File: config.mk
export PLATFORM = sky130hd
export DESIGN_NAME = uart_top
export DESIGN_NICKNAME = d
export VERILOG_FILES = /design/src/common/uart_pkg.sv /design/src/common/uart_tx_if.sv /design/src/source/uart_top.sv /design/src/uart/uart_regs.sv /design/src/uart/uart_rx.sv /design/src/uart/uart_rx_fifo.sv /design/src/uart/uart_tx.sv
export SDC_FILE = /design/constraint.sdc
export NUM_CORES = 1
export LEC_CHECK = 0
export BUFFER_PORTS_ARGS = -buffer_cell sky130_fd_sc_hd__buf_2
export CAP_MARGIN = 40
export CORE_ASPECT_RATIO = 1.1
export CORE_UTILIZATION = 60
export CTS_CLUSTER_DIAMETER = 120
export DETAILED_ROUTE_END_ITERATION = 10
export GPL_ROUTABILITY_DRIVEN = 0
export MAX_ROUTING_LAYER = met4
export PLACE_DENSITY = 0.8
export SKIP_LAST_GASP = 1
export SLEW_MARGIN = 20
export SYNTH_ARGS = -nofsm -noshare
export SYNTH_HDL_FRONTEND = slang
export SYNTH_SLANG_ARGS = --single-unit
File: constraint.sdc
create_clock -name clk -period 4.05 [get_ports clk]
set_input_delay 0.405 -clock clk [delete_from_list [all_inputs] [get_ports clk]]
set_output_delay 0.405 -clock clk [all_outputs]
set_load 0.03 [all_outputs]
File: src/common/uart_pkg.sv
// ------------------------------
// UART package
// Widths, register map, status bits and FSM states
// ------------------------------
`default_nettype none

package uart_pkg;

    // ------------------------------
    // Widths
    // ------------------------------
    localparam int XLEN     = 32;
    localparam int BYTE_W   = 8;
    localparam int BAUD_W   = 16;
    localparam int IDX_W    = 4;
    localparam int STATUS_W = 4;

    typedef logic [XLEN-1:0]   xlen_t;
    typedef logic [BYTE_W-1:0] uart_byte_t;
    typedef logic [BAUD_W-1:0] baud_div_t;
    typedef logic [IDX_W-1:0]  reg_idx_t;

    // Word index of each register, from address bits 5 to 2
    localparam reg_idx_t UART_TXDATA_R   = 4'd0;
    localparam reg_idx_t UART_RXDATA_R   = 4'd1;
    localparam reg_idx_t UART_BAUD_R     = 4'd2;
    localparam reg_idx_t UART_STATUS_R   = 4'd3;
    localparam reg_idx_t UART_TXCTRL_R   = 4'd4;
    localparam reg_idx_t UART_RXCTRL_R   = 4'd5;
    localparam reg_idx_t UART_INT_MASK_R = 4'd6;

    // Status register bit positions
    localparam int ST_TX_READY  = 0;
    localparam int ST_RX_AVAIL  = 1;
    localparam int ST_FRAME_ERR = 2;
    localparam int ST_RX_OVFL   = 3;

    localparam baud_div_t BAUD_RESET = 16'd16;

    // Receive FIFO geometry
    localparam int RX_FIFO_DEPTH = 8;
    localparam int RX_FIFO_AW    = $clog2(RX_FIFO_DEPTH);

    // ------------------------------
    // Serial FSM states
    // ------------------------------
    typedef enum logic [1:0] {
        TX_IDLE,
        TX_START,
        TX_DATA,
        TX_STOP
    } tx_state_e;

    typedef enum logic [1:0] {
        RX_IDLE,
        RX_START,
        RX_DATA,
        RX_STOP
    } rx_state_e;

endpackage

`default_nettype wire

File: src/common/uart_tx_if.sv
// ------------------------------
// Transmit side interface
// Byte strobe, ready and line settings
// ------------------------------
`default_nettype none

interface uart_tx_if;
    import uart_pkg::*;

    uart_byte_t tx_data;
    logic       tx_valid;
    logic       tx_ready;
    baud_div_t  baud_div;
    logic       two_stop;

    // Register block side
    modport ctrl (output tx_data, output tx_valid, output baud_div, output two_stop,
                  input tx_ready);

    // Serializer side
    modport ser (input tx_data, input tx_valid, input baud_div, input two_stop,
                 output tx_ready);

endinterface

`default_nettype wire

File: src/source/uart_top.sv
// ------------------------------
// UART top level
// Register block, serializer, receiver and RX FIFO
// ------------------------------
`default_nettype none

module uart_top (
    input  logic             clk,
    input  logic             rst_n,
    input  logic             bus_req_i,
    input  logic             bus_we_i,
    input  logic [5:0]       bus_addr_i,
    input  uart_pkg::xlen_t  bus_wdata_i,
    input  logic             uart_sel_i,
    output uart_pkg::xlen_t  bus_rdata_o,
    output logic             bus_ack_o,
    output logic             uart_irq_o,
    output logic             uart_txd_o,
    input  logic             uart_rxd_i
);
    import uart_pkg::*;

    uart_byte_t  rx_data;
    logic        rx_valid;
    logic        frame_err;
    logic        fifo_push;
    uart_byte_t  fifo_push_data;
    logic        fifo_pop;
    uart_byte_t  fifo_head;
    logic        fifo_empty;
    logic        fifo_ovfl;

    uart_tx_if tx_if ();

    uart_regs uart_regs_inst (
        .clk              (clk),
        .rst_n            (rst_n),
        .bus_req_i        (bus_req_i),
        .bus_we_i         (bus_we_i),
        .bus_addr_i       (bus_addr_i),
        .bus_wdata_i      (bus_wdata_i),
        .uart_sel_i       (uart_sel_i),
        .bus_rdata_o      (bus_rdata_o),
        .bus_ack_o        (bus_ack_o),
        .tx_if            (tx_if.ctrl),
        .rx_data_i        (rx_data),
        .rx_valid_i       (rx_valid),
        .frame_err_i      (frame_err),
        .fifo_push_o      (fifo_push),
        .fifo_push_data_o (fifo_push_data),
        .fifo_pop_o       (fifo_pop),
        .fifo_head_i      (fifo_head),
        .fifo_empty_i     (fifo_empty),
        .fifo_ovfl_i      (fifo_ovfl),
        .uart_irq_o       (uart_irq_o)
    );

    uart_tx uart_tx_inst (
        .clk   (clk),
        .rst_n (rst_n),
        .tx_if (tx_if.ser),
        .txd_o (uart_txd_o)
    );

    // Receiver shares the programmed divisor with the transmitter
    uart_rx uart_rx_inst (
        .clk         (clk),
        .rst_n       (rst_n),
        .rxd_i       (uart_rxd_i),
        .baud_div_i  (tx_if.baud_div),
        .rx_data_o   (rx_data),
        .rx_valid_o  (rx_valid),
        .frame_err_o (frame_err)
    );

    uart_rx_fifo uart_rx_fifo_inst (
        .clk         (clk),
        .rst_n       (rst_n),
        .push_i      (fifo_push),
        .push_data_i (fifo_push_data),
        .pop_i       (fifo_pop),
        .head_o      (fifo_head),
        .empty_o     (fifo_empty),
        .ovfl_o      (fifo_ovfl)
    );

endmodule

`default_nettype wire

File: src/uart/uart_regs.sv
// ------------------------------
// UART register block
// Bus slave with register file, sticky status
// and the masked interrupt
// ------------------------------
`default_nettype none

module uart_regs (
    input  logic                 clk,
    input  logic                 rst_n,
    input  logic                 bus_req_i,
    input  logic                 bus_we_i,
    input  logic [5:0]           bus_addr_i,
    input  uart_pkg::xlen_t      bus_wdata_i,
    input  logic                 uart_sel_i,
    output uart_pkg::xlen_t      bus_rdata_o,
    output logic                 bus_ack_o,
    uart_tx_if.ctrl              tx_if,
    input  uart_pkg::uart_byte_t rx_data_i,
    input  logic                 rx_valid_i,
    input  logic                 frame_err_i,
    output logic                 fifo_push_o,
    output uart_pkg::uart_byte_t fifo_push_data_o,
    output logic                 fifo_pop_o,
    input  uart_pkg::uart_byte_t fifo_head_i,
    input  logic                 fifo_empty_i,
    input  logic                 fifo_ovfl_i,
    output logic                 uart_irq_o
);
    import uart_pkg::*;

    reg_idx_t              idx;
    logic                  accept;
    logic                  rd_acc;
    logic                  wr_acc;
    logic                  status_rd;
    logic                  ack_q;
    xlen_t                 rdata_q;
    xlen_t                 rd_mux;

    baud_div_t             baud_q;
    logic                  two_stop_q;
    logic                  rx_en_q;
    logic [STATUS_W-1:0]   int_mask_q;
    logic                  frame_err_q;
    logic                  ovfl_q;
    logic [STATUS_W-1:0]   status;
    uart_byte_t            tx_data_q;
    logic                  tx_valid_q;
    logic                  irq_q;

    // ------------------------------
    // Access decode
    // ------------------------------
    assign idx       = reg_idx_t'(bus_addr_i[5:2]);
    // No new access in the ack cycle, so a held request is served once
    assign accept    = bus_req_i & uart_sel_i & ~ack_q;
    assign rd_acc    = accept & ~bus_we_i;
    assign wr_acc    = accept & bus_we_i;
    assign status_rd = rd_acc & (idx == UART_STATUS_R);

    always_comb begin
        status               = '0;
        status[ST_TX_READY]  = tx_if.tx_ready;
        status[ST_RX_AVAIL]  = ~fifo_empty_i;
        status[ST_FRAME_ERR] = frame_err_q;
        status[ST_RX_OVFL]   = ovfl_q;
    end

    // Read data mux, unused indices read as zero
    always_comb begin
        rd_mux = '0;
        case (idx)
            UART_TXDATA_R: rd_mux[XLEN-1] = ~tx_if.tx_ready;
            UART_RXDATA_R: begin
                rd_mux[XLEN-1]     = fifo_empty_i;
                rd_mux[BYTE_W-1:0] = fifo_head_i;
            end
            UART_BAUD_R:     rd_mux[BAUD_W-1:0]   = baud_q;
            UART_STATUS_R:   rd_mux[STATUS_W-1:0] = status;
            UART_TXCTRL_R:   rd_mux[0]            = two_stop_q;
            UART_RXCTRL_R:   rd_mux[0]            = rx_en_q;
            UART_INT_MASK_R: rd_mux[STATUS_W-1:0] = int_mask_q;
            default:         rd_mux               = '0;
        endcase
    end

    // ------------------------------
    // Bus response
    // ------------------------------
    always_ff @(posedge clk) begin
        if (!rst_n) begin
            ack_q <= 1'b0;
        end else begin
            ack_q <= accept;
        end
    end

    always_ff @(posedge clk) begin
        if (rd_acc) begin
            rdata_q <= rd_mux;
        end
    end

    // ------------------------------
    // Writable registers
    // ------------------------------
    always_ff @(posedge clk) begin
        if (!rst_n) begin
            baud_q     <= BAUD_RESET;
            two_stop_q <= 1'b0;
            rx_en_q    <= 1'b0;
            int_mask_q <= '0;
            tx_valid_q <= 1'b0;
        end else begin
            // Byte is dropped while the transmitter is busy
            tx_valid_q <= wr_acc & (idx == UART_TXDATA_R) & tx_if.tx_ready;
            if (wr_acc) begin
                case (idx)
                    UART_BAUD_R:     baud_q     <= bus_wdata_i[BAUD_W-1:0];
                    UART_TXCTRL_R:   two_stop_q <= bus_wdata_i[0];
                    UART_RXCTRL_R:   rx_en_q    <= bus_wdata_i[0];
                    UART_INT_MASK_R: int_mask_q <= bus_wdata_i[STATUS_W-1:0];
                    default: ;
                endcase
            end
        end
    end

    always_ff @(posedge clk) begin
        if (wr_acc && idx == UART_TXDATA_R) begin
            tx_data_q <= bus_wdata_i[BYTE_W-1:0];
        end
    end

    // Sticky errors, a new event wins over the clearing read
    always_ff @(posedge clk) begin
        if (!rst_n) begin
            frame_err_q <= 1'b0;
            ovfl_q      <= 1'b0;
            irq_q       <= 1'b0;
        end else begin
            frame_err_q <= (frame_err_q & ~status_rd) | frame_err_i;
            ovfl_q      <= (ovfl_q & ~status_rd) | fifo_ovfl_i;
            irq_q       <= |(status & int_mask_q);
        end
    end

    assign tx_if.tx_data    = tx_data_q;
    assign tx_if.tx_valid   = tx_valid_q;
    assign tx_if.baud_div   = baud_q;
    assign tx_if.two_stop   = two_stop_q;

    assign fifo_push_o      = rx_valid_i & rx_en_q;
    assign fifo_push_data_o = rx_data_i;
    assign fifo_pop_o       = rd_acc & (idx == UART_RXDATA_R) & ~fifo_empty_i;

    assign bus_ack_o        = ack_q;
    assign bus_rdata_o      = rdata_q;
    assign uart_irq_o       = irq_q;

endmodule

`default_nettype wire

File: src/uart/uart_rx.sv
// ------------------------------
// UART receiver
// Mid-bit sampling with framing check
// ------------------------------
`default_nettype none

module uart_rx (
    input  logic                 clk,
    input  logic                 rst_n,
    input  logic                 rxd_i,
    input  uart_pkg::baud_div_t  baud_div_i,
    output uart_pkg::uart_byte_t rx_data_o,
    output logic                 rx_valid_o,
    output logic                 frame_err_o
);
    import uart_pkg::*;

    rx_state_e   state;
    logic        rxd_meta;
    logic        rxd_s;
    logic        rxd_prev;
    logic        fall;
    baud_div_t   cnt;
    logic [2:0]  bit_cnt;
    uart_byte_t  shift_q;
    logic        rx_valid_q;
    logic        frame_err_q;
    logic        half_end;
    logic        bit_end;

    // Two-flop synchronizer plus one stage for edge detection
    always_ff @(posedge clk) begin
        if (!rst_n) begin
            rxd_meta <= 1'b1;
            rxd_s    <= 1'b1;
            rxd_prev <= 1'b1;
        end else begin
            rxd_meta <= rxd_i;
            rxd_s    <= rxd_meta;
            rxd_prev <= rxd_s;
        end
    end

    assign fall     = rxd_prev & ~rxd_s;
    assign half_end = (cnt == baud_div_t'((baud_div_i >> 1) - 1'b1));
    assign bit_end  = (cnt == baud_div_t'(baud_div_i - 1'b1));

    always_ff @(posedge clk) begin
        if (!rst_n) begin
            state       <= RX_IDLE;
            cnt         <= '0;
            bit_cnt     <= '0;
            rx_valid_q  <= 1'b0;
            frame_err_q <= 1'b0;
        end else begin
            rx_valid_q  <= 1'b0;
            frame_err_q <= 1'b0;
            cnt         <= cnt + 1'b1;
            case (state)
                RX_IDLE: begin
                    cnt <= '0;
                    if (fall) begin
                        state <= RX_START;
                    end
                end
                RX_START: begin
                    // Middle of the start bit, a glitch returns to idle
                    if (half_end) begin
                        cnt     <= '0;
                        bit_cnt <= '0;
                        state   <= rxd_s ? RX_IDLE : RX_DATA;
                    end
                end
                RX_DATA: begin
                    if (bit_end) begin
                        cnt     <= '0;
                        shift_q <= {rxd_s, shift_q[BYTE_W-1:1]};
                        bit_cnt <= bit_cnt + 1'b1;
                        if (bit_cnt == 3'd7) begin
                            state <= RX_STOP;
                        end
                    end
                end
                RX_STOP: begin
                    if (bit_end) begin
                        rx_valid_q  <= rxd_s;
                        frame_err_q <= ~rxd_s;
                        state       <= RX_IDLE;
                    end
                end
                default: state <= RX_IDLE;
            endcase
        end
    end

    assign rx_data_o   = shift_q;
    assign rx_valid_o  = rx_valid_q;
    assign frame_err_o = frame_err_q;

endmodule

`default_nettype wire

File: src/uart/uart_rx_fifo.sv
// ------------------------------
// Receive FIFO
// Circular buffer with overflow pulse
// ------------------------------
`default_nettype none

module uart_rx_fifo (
    input  logic                 clk,
    input  logic                 rst_n,
    input  logic                 push_i,
    input  uart_pkg::uart_byte_t push_data_i,
    input  logic                 pop_i,
    output uart_pkg::uart_byte_t head_o,
    output logic                 empty_o,
    output logic                 ovfl_o
);
    import uart_pkg::*;

    uart_byte_t             mem [RX_FIFO_DEPTH];
    logic [RX_FIFO_AW-1:0]  wr_ptr;
    logic [RX_FIFO_AW-1:0]  rd_ptr;
    logic [RX_FIFO_AW:0]    count;
    logic                   full;
    logic                   do_push;
    logic                   do_pop;
    logic                   ovfl_q;

    assign full    = (count == RX_FIFO_DEPTH);
    assign do_pop  = pop_i & ~empty_o;
    // A full FIFO still takes a push when it pops in the same cycle
    assign do_push = push_i & (~full | do_pop);

    always_ff @(posedge clk) begin
        if (do_push) begin
            mem[wr_ptr] <= push_data_i;
        end
    end

    always_ff @(posedge clk) begin
        if (!rst_n) begin
            wr_ptr <= '0;
            rd_ptr <= '0;
            count  <= '0;
            ovfl_q <= 1'b0;
        end else begin
            ovfl_q <= push_i & ~do_push;
            if (do_push) begin
                wr_ptr <= wr_ptr + 1'b1;
            end
            if (do_pop) begin
                rd_ptr <= rd_ptr + 1'b1;
            end
            case ({do_push, do_pop})
                2'b10:   count <= count + 1'b1;
                2'b01:   count <= count - 1'b1;
                default: count <= count;
            endcase
        end
    end

    assign head_o  = mem[rd_ptr];
    assign empty_o = (count == '0);
    assign ovfl_o  = ovfl_q;

endmodule

`default_nettype wire

File: src/uart/uart_tx.sv
// ------------------------------
// UART transmitter
// Start bit, 8 data bits LSB first, 1 or 2 stop bits
// ------------------------------
`default_nettype none

module uart_tx (
    input  logic    clk,
    input  logic    rst_n,
    uart_tx_if.ser  tx_if,
    output logic    txd_o
);
    import uart_pkg::*;

    tx_state_e   state;
    baud_div_t   baud_cnt;
    logic [2:0]  bit_cnt;
    uart_byte_t  shift_q;
    logic        txd_q;
    logic        bit_end;

    assign bit_end = (baud_cnt == baud_div_t'(tx_if.baud_div - 1'b1));

    always_ff @(posedge clk) begin
        if (!rst_n) begin
            state    <= TX_IDLE;
            baud_cnt <= '0;
            bit_cnt  <= '0;
            txd_q    <= 1'b1;
        end else begin
            baud_cnt <= bit_end ? '0 : baud_cnt + 1'b1;
            case (state)
                TX_IDLE: begin
                    baud_cnt <= '0;
                    if (tx_if.tx_valid) begin
                        shift_q <= tx_if.tx_data;
                        txd_q   <= 1'b0;
                        state   <= TX_START;
                    end
                end
                TX_START: begin
                    if (bit_end) begin
                        txd_q   <= shift_q[0];
                        bit_cnt <= '0;
                        state   <= TX_DATA;
                    end
                end
                TX_DATA: begin
                    if (bit_end) begin
                        shift_q <= shift_q >> 1;
                        bit_cnt <= bit_cnt + 1'b1;
                        txd_q   <= shift_q[1];
                        if (bit_cnt == 3'd7) begin
                            txd_q   <= 1'b1;
                            bit_cnt <= '0;
                            state   <= TX_STOP;
                        end
                    end
                end
                TX_STOP: begin
                    // bit_cnt marks the second stop bit
                    if (bit_end) begin
                        if (tx_if.two_stop && bit_cnt == 3'd0) begin
                            bit_cnt <= 3'd1;
                        end else begin
                            state <= TX_IDLE;
                        end
                    end
                end
                default: state <= TX_IDLE;
            endcase
        end
    end

    assign tx_if.tx_ready = (state == TX_IDLE);
    assign txd_o          = txd_q;

endmodule

`default_nettype wire

# Word level (Yosys, flattened, before mapping)
# Memory sizes are Yosys's and may differ from the RTL's. A register that Yosys moved wholly into a read port is not among the register bits.
# Index checks and enable logic that the tools add are counted.
[classes]
add_sub_neg = 10
n_eq_ne = 32
muxes = 43
bitwise_logic = 29
reduce_logical = 26
[ops]
columns = ["op", "count"]
rows = [
  ["$eq 16x16->1", 3],
  ["$pmux 16 s3", 1],
  ["$add 16x1->16 const B", 2],
  ["$mux 16", 2],
  ["$mux 3", 9],
  ["$mux 2", 12],
  ["$ne 2x1->1 const B", 10],
  ["$and 1x1->1", 16],
  ["$mux 8", 2],
  ["$pmux 2 s4", 2],
  ["$pmux 4 s2", 2],
  ["$pmux 8 s2", 1],
  ["$sub 15x1->16 const B", 1],
  ["$sub 16x1->16 const B", 1],
  ["$add 3x1->3 const B", 4],
  ["$eq 4x3->1 const B", 3],
  ["$pmux 3 s4", 1],
  ["$eq 2x2->1 const B", 5],
  ["$reduce_and 5->1", 2],
  ["$not 1->1", 9],
  ["$pmux 3 s3", 1],
  ["$reduce_and 3->1", 3],
  ["$eq 4x2->1 const B", 2],
  ["$logic_not 4->1", 2],
  ["24 further kinds", 44],
]
[word_totals]
reg_bits = 127
ram_bits = 64
input_bits = 44
output_inout_bits = 35
elab_cells = 171
mem_count = 1
[memory_table]
columns = ["name", "words", "word_bits", "read_ports", "rd_ports_with_merged_regs", "write_ports", "line_no", "text"]
rows = [
  ["uart_rx_fifo_inst.mem", 8, 8, 1, 1, 1, "uart_rx_fifo.sv:19", "uart_byte_t mem [RX_FIFO_DEPTH];"],
]

# Longest topological paths before layout
[depth]
depth_word = 10
mapped_depth = 13
ltp_nobuf = 12

# Modules after synthesis
# From an unflattened synthesis, not the netlist that was laid out.
[unflattened]
hier_cells = 931
area_unflattened_um2 = 10213.5
[by_module_without_submodules]
columns = ["mod", "n_inst", "cells_each", "area_each_um2", "seq_area_each_um2"]
rows = [
  ["uart_rx_fifo", 1, 177, 3158.0, 2202.1],
  ["uart_rx", 1, 315, 2587.5, 760.7],
  ["uart_regs", 1, 211, 2372.3, 1291.2],
  ["uart_tx", 1, 228, 2095.8, 680.7],
]

# Worst setup path after synthesis
# No wires, ideal clock.
[synth_timing]
path_kind = "flip-flop to flip-flop"
from = "register uart_regs_inst.ack_q, in the netlist uart_regs_inst.bus_ack_o"
to = "memory uart_rx_fifo_inst.mem[6][0] (netlist name) (enable)"
setup_time_ns = 0.385
arrival_ns = 3.414
t_required_ns = 3.665
path_slack_ns = 0.251
path_stages_with_launch = 6
n_path_buf = 0
period_less_slack_ns = 3.799
path_cell_list = "dfxtp_1 > nor3_1 > nand3_1 > a31oi_1 > nand2_1 > nor3b_1"
[synth_between]
elab_chain_cells = 10
[synth_rtl]
columns = ["element", "line_no", "text"]
rows = [
  ["start: declaration", "uart_regs.sv:37", "logic ack_q;"],
  ["start signal: assignment", "uart_regs.sv:95", "ack_q <= accept;"],
  ["$not 1->1", "uart_regs.sv:57", "assign accept = bus_req_i & uart_sel_i & ~ack_q;"],
  ["$and 1x1->1", "uart_regs.sv:57", ""],
  ["$and 1x1->1", "uart_regs.sv:58", "assign rd_acc = accept & ~bus_we_i;"],
  ["via uart_regs_inst.rd_acc", "uart_regs.sv:34", "logic rd_acc;"],
  ["$and 1x1->1 (2 in series)", "uart_regs.sv:156", "assign fifo_pop_o = rd_acc & (idx == UART_RXDATA_R) & ~fifo_empty_i;"],
  ["$and 1x1->1", "uart_rx_fifo.sv:29", "assign do_pop = pop_i & ~empty_o;"],
  ["$or 1x1->1", "uart_rx_fifo.sv:31", "assign do_push = push_i & (~full | do_pop);"],
  ["$and 1x1->1", "uart_rx_fifo.sv:31", ""],
  ["$mux 1", "uart_rx_fifo.sv:34", "if (do_push) begin"],
  ["$mux 1 (not written as such)", "uart_rx_fifo.sv:35", "mem[wr_ptr] <= push_data_i;"],
  ["end: declaration", "uart_rx_fifo.sv:19", ""],
]
# The timed path passes the listed nets, and every way through them passes these cells.

# Worst setup path in the final report
[layout_timing]
from = "register uart_regs_inst.baud_q[0], in the netlist uart_regs_inst.tx_if.baud_div[0]"
to = "register uart_rx_inst.shift_q[6], in the netlist uart_rx_inst.rx_data_o[6] (enable)"
[layout_between]
elab_chain_cells = 3
[layout_rtl]
columns = ["element", "line_no", "text"]
rows = [
  ["start: declaration", "uart_regs.sv:41", "baud_div_t baud_q;"],
  ["start signal: assignment", "uart_regs.sv:120", "UART_BAUD_R: baud_q <= bus_wdata_i[BAUD_W-1:0];"],
  ["$sub 16x1->16", "uart_rx.sv:46", "assign bit_end = (cnt == baud_div_t'(baud_div_i - 1'b1));"],
  ["$eq 16x16->1", "uart_rx.sv:46", ""],
  ["$reduce_and 3->1 (no source line)", "--", ""],
  ["end signal: assignment", "uart_rx.sv:77", "shift_q <= {rxd_s, shift_q[BYTE_W-1:1]};"],
  ["end: declaration", "uart_rx.sv:25", "uart_byte_t shift_q;"],
]
# Every way passes these cells.
# A chain may end at the register's enable or synchronous reset.

==> run summary <==
Status: finished clean
Pint: 3.105 mW
Worst Setup Start Kind: flop
CP Data Required Time: 4200 ps
Post-synth top area cell: edfxtp_1
PortBufs: 45
Most frequent cells after synthesis: edfxtp_1 (105), dfxtp_1 (89), nand2_1 (87)
Dpl hpwl: 15890 µm
Hold Buf Count CTS: 0
Min cycle time layout: 3634 ps
FF+latch count, synth: 194
All-Layer GR Usage: 0.2992
Area delta synth->final: 11.21%
Vias in the first global route: 7001
Full die area: 16890 µm²
Ys flop type: edfxtp_1
Synth Cell Area: 9826 µm²
Final setup viols: 0
Rows: 48
Fin nets: 1039
Detailed-route wire length: 22680 µm
Crit. End Element: flop
First-pass GRT wire length: 36690 µm
Top-area cell type share of the netlist area: 0.3209
Max-slew headroom: 0.4390
Power Dens Cells: 384.8 nW/µm²
CP cell instances: inv_1 > ha_1 > nor3b_1 > nand4_1 > xor2_1 > o21ai_0 > or4b_2 > or4_1 > nor2_1 > buf_4
Syn Inst Count: 936
ANT cells: 0
Yosys warnings: 0
Area of the core: 15860 µm²
Gr ovfl total: 0
Vias: 7306
Largest net degree at the start of global routing: 45
Sequential power share: 0.503
PnR Total Power: 4.205 mW
I/O Pins: 79
Synth Area per Inst: 10.50 µm²
Max-cap violations: 0
Root Driver: clkbuf_16
PostCTS Resize Cnt: 0
Distinct cells, synth: 78
Initial Utilization: 0.6197
Hold Crit Class: primary input to flop
DRC Markers: 0
RSZ-0062 raised after global routing: false
CTS tree: done
TritonCTS Buffers: 17
Clock Path Buffers: 2
DIE WIDTH: 124.0 µm
Setup_tns: 0 ps
Final Hold Viols: 0
Most numerous cell in the Yosys netlist: edfxtp_1
Switching pwr: 1.100 mW
Fmax: 275.2 MHz
DR vias/cell: 6.165
Slowest stage cell, crit path: or4b_2
Die height: 136.2 µm
First-pass iteration count of the detailed router: 6
Drt wl/cell: 19.14 µm
Crit Path Class: flop to flop
1st-iter DRT viols: 697
Top post-synthesis cells by area: edfxtp_1 (32%), dfxtp_1 (18%), xnor2_1 (4.5%), mux4_2 (3.7%), nand2_1 (3.3%)
Htree depth: 4
Logic gate share of total power: 0.073
Share of layout cells above drive strength 1: 0.1574
Switching part of the total: 0.2616
EDFF count, synth: 105
Seq/Total Area, Yosys: 0.5022
Async SR Flop Fraction: 0
Initial antenna violation count: 0
Critical path arrival: 3780 ps
Setup Fix Bufs, Post-CTS: 0
VDD IR max: 311.6 µV
CTS sink cnt: 194
CTS clock-pin slew for the worst setup and hold paths: 80 ps
Final Slew Violations: 0
Crit path max fanout: 9
Worst-skew pair later-pin latency: 450 ps
Layout Skew: 15.25 ps
Hold slack: 148.3 ps
Period utilization: 0.8973
Worst-Margin Slew: 840.3 ps
Clock network fraction of total power: 0.424
LEAKAGE: 3.870 nW
CP max stage delay: 660 ps
Antenna Nets Post-Route: 0
logic make-up (layout without fill, tap and decap cells):
group	Yosys count	count (layout)	share of synthesized area
compound gates	137	137	0.09576
xor+xnor	87	87	0.08035
fa+ha+maj	23	23	0.03005
buf+inv	111	146	0.05068
flops	194	194	0.5022
mux	45	45	0.06711
other cells	1	15	0.0003817
simple gates	338	338	0.1734
registers in the layout, indices dropped and copies added, names as in the netlist, 2 cells and up, named ones only:
name                           cells
uart_rx_inst.bit_cnt               3
uart_regs_inst.bus_rdata_o        17
uart_rx_fifo_inst.mem             64
uart_regs_inst.int_mask_q          4
uart_regs_inst.tx_if.baud_div     16
uart_tx_inst.state                 2
uart_rx_inst.rx_data_o             8
uart_rx_fifo_inst.rd_ptr           3
uart_tx_inst.bit_cnt               3
uart_rx_fifo_inst.count            4
uart_tx_inst.shift_q               8
uart_tx_inst.baud_cnt             16
uart_regs_inst.tx_if.tx_data       8
uart_rx_fifo_inst.wr_ptr           3
uart_rx_inst.cnt                  16
layer usage:
layer,global-route usage,vias up,wire length (µm)
met4,0.1310,0,759
li1,-,3415,-
met2,0.4698,324,11160
met1,0.3808,3501,9285
met3,0.05117,66,1475
met5,-,-,0
stage by stage:
stage	worst slack [ps]	util	instance area [µm²]	cells
detailed placement	240.0	0.6484	10280	1152
CTS	245.0	0.6888	10920	1184
finish	416.0	0.6892	10930	1185
floorplan	250.7	-	9878	950
global placement	369.8	0.6484	10280	1152
global route	213.0	0.6892	10930	1185
path summary, 6_finish.rpt:
path	start	to	slack [ps]	cells after the start
max	uart_regs_inst.tx_if.baud_div[0]	uart_rx_inst.rx_data_o[6]	420	10
min	uart_rxd_i	uart_rx_inst.rxd_meta	150	2
min reg2reg	uart_rx_inst.rxd_meta	uart_rx_inst.rxd_s	440	1
max reg2reg	uart_regs_inst.tx_if.baud_div[0]	uart_rx_inst.rx_data_o[6]	420	10
cell usage in the layout (no fill, tap or decap), types with 11 or more instances in the layout:
| cell | synthesis | layout |
|---|---|---|
| mux4_2 | 16 | 16 |
| and3_1 | 22 | 22 |
| nor2b_1 | 11 | 11 |
| nor2_1 | 80 | 80 |
| clkbuf_16 | 0 | 17 |
| inv_1 | 28 | 28 |
| mux2i_1 | 22 | 22 |
| o21ai_0 | 23 | 23 |
| dfxtp_1 | 89 | 89 |
| buf_4 | 15 | 38 |
| nand3_1 | 41 | 41 |
| conb_1 | 1 | 15 |
| edfxtp_1 | 105 | 105 |
| ha_1 | 22 | 22 |
| nand2_1 | 87 | 87 |
| buf_2 | 8 | 45 |
| a21oi_1 | 41 | 41 |
| xor2_1 | 35 | 35 |
| nor3_1 | 17 | 16 |
| xnor2_1 | 50 | 50 |
| nor4_1 | 13 | 13 |
area by class of cell:
cell class,count,area [µm²]
Timing Repair Buffer,85,535.5
Clock inverter,15,215.2
Tap cell,200,250.2
Multi-Input combinational cell,645,4457
Inverter,29,108.9
Fill cell,1174,4928
Sequential cell,194,4935
Clock buffer,17,425.4
power by group through the flow:
stage          clock network (mW)  logic [mW]  registers (mW)
6_report                     1.78       0.308            2.11
2_1_floorplan                   0       0.206            2.17
4_1_cts                      1.80       0.305            2.11
3_5_place_dp                    0       0.302            2.16
5_1_grt                      1.88       0.333            2.12
3_3_place_gp                    0       0.295            2.16
critical path, delay by kind of cell (launching register included):
family / cells / cell delay, ps
and+or+nand+nor: 5 / 1960
DFF: 1 / 420
buffers and inverters: 2 / 310
adders and majority gates: 1 / 290
xor gates and xnor gates: 1 / 280
AOI/OAI and AO/OA: 1 / 90
(Power assumes the default switching activity.)
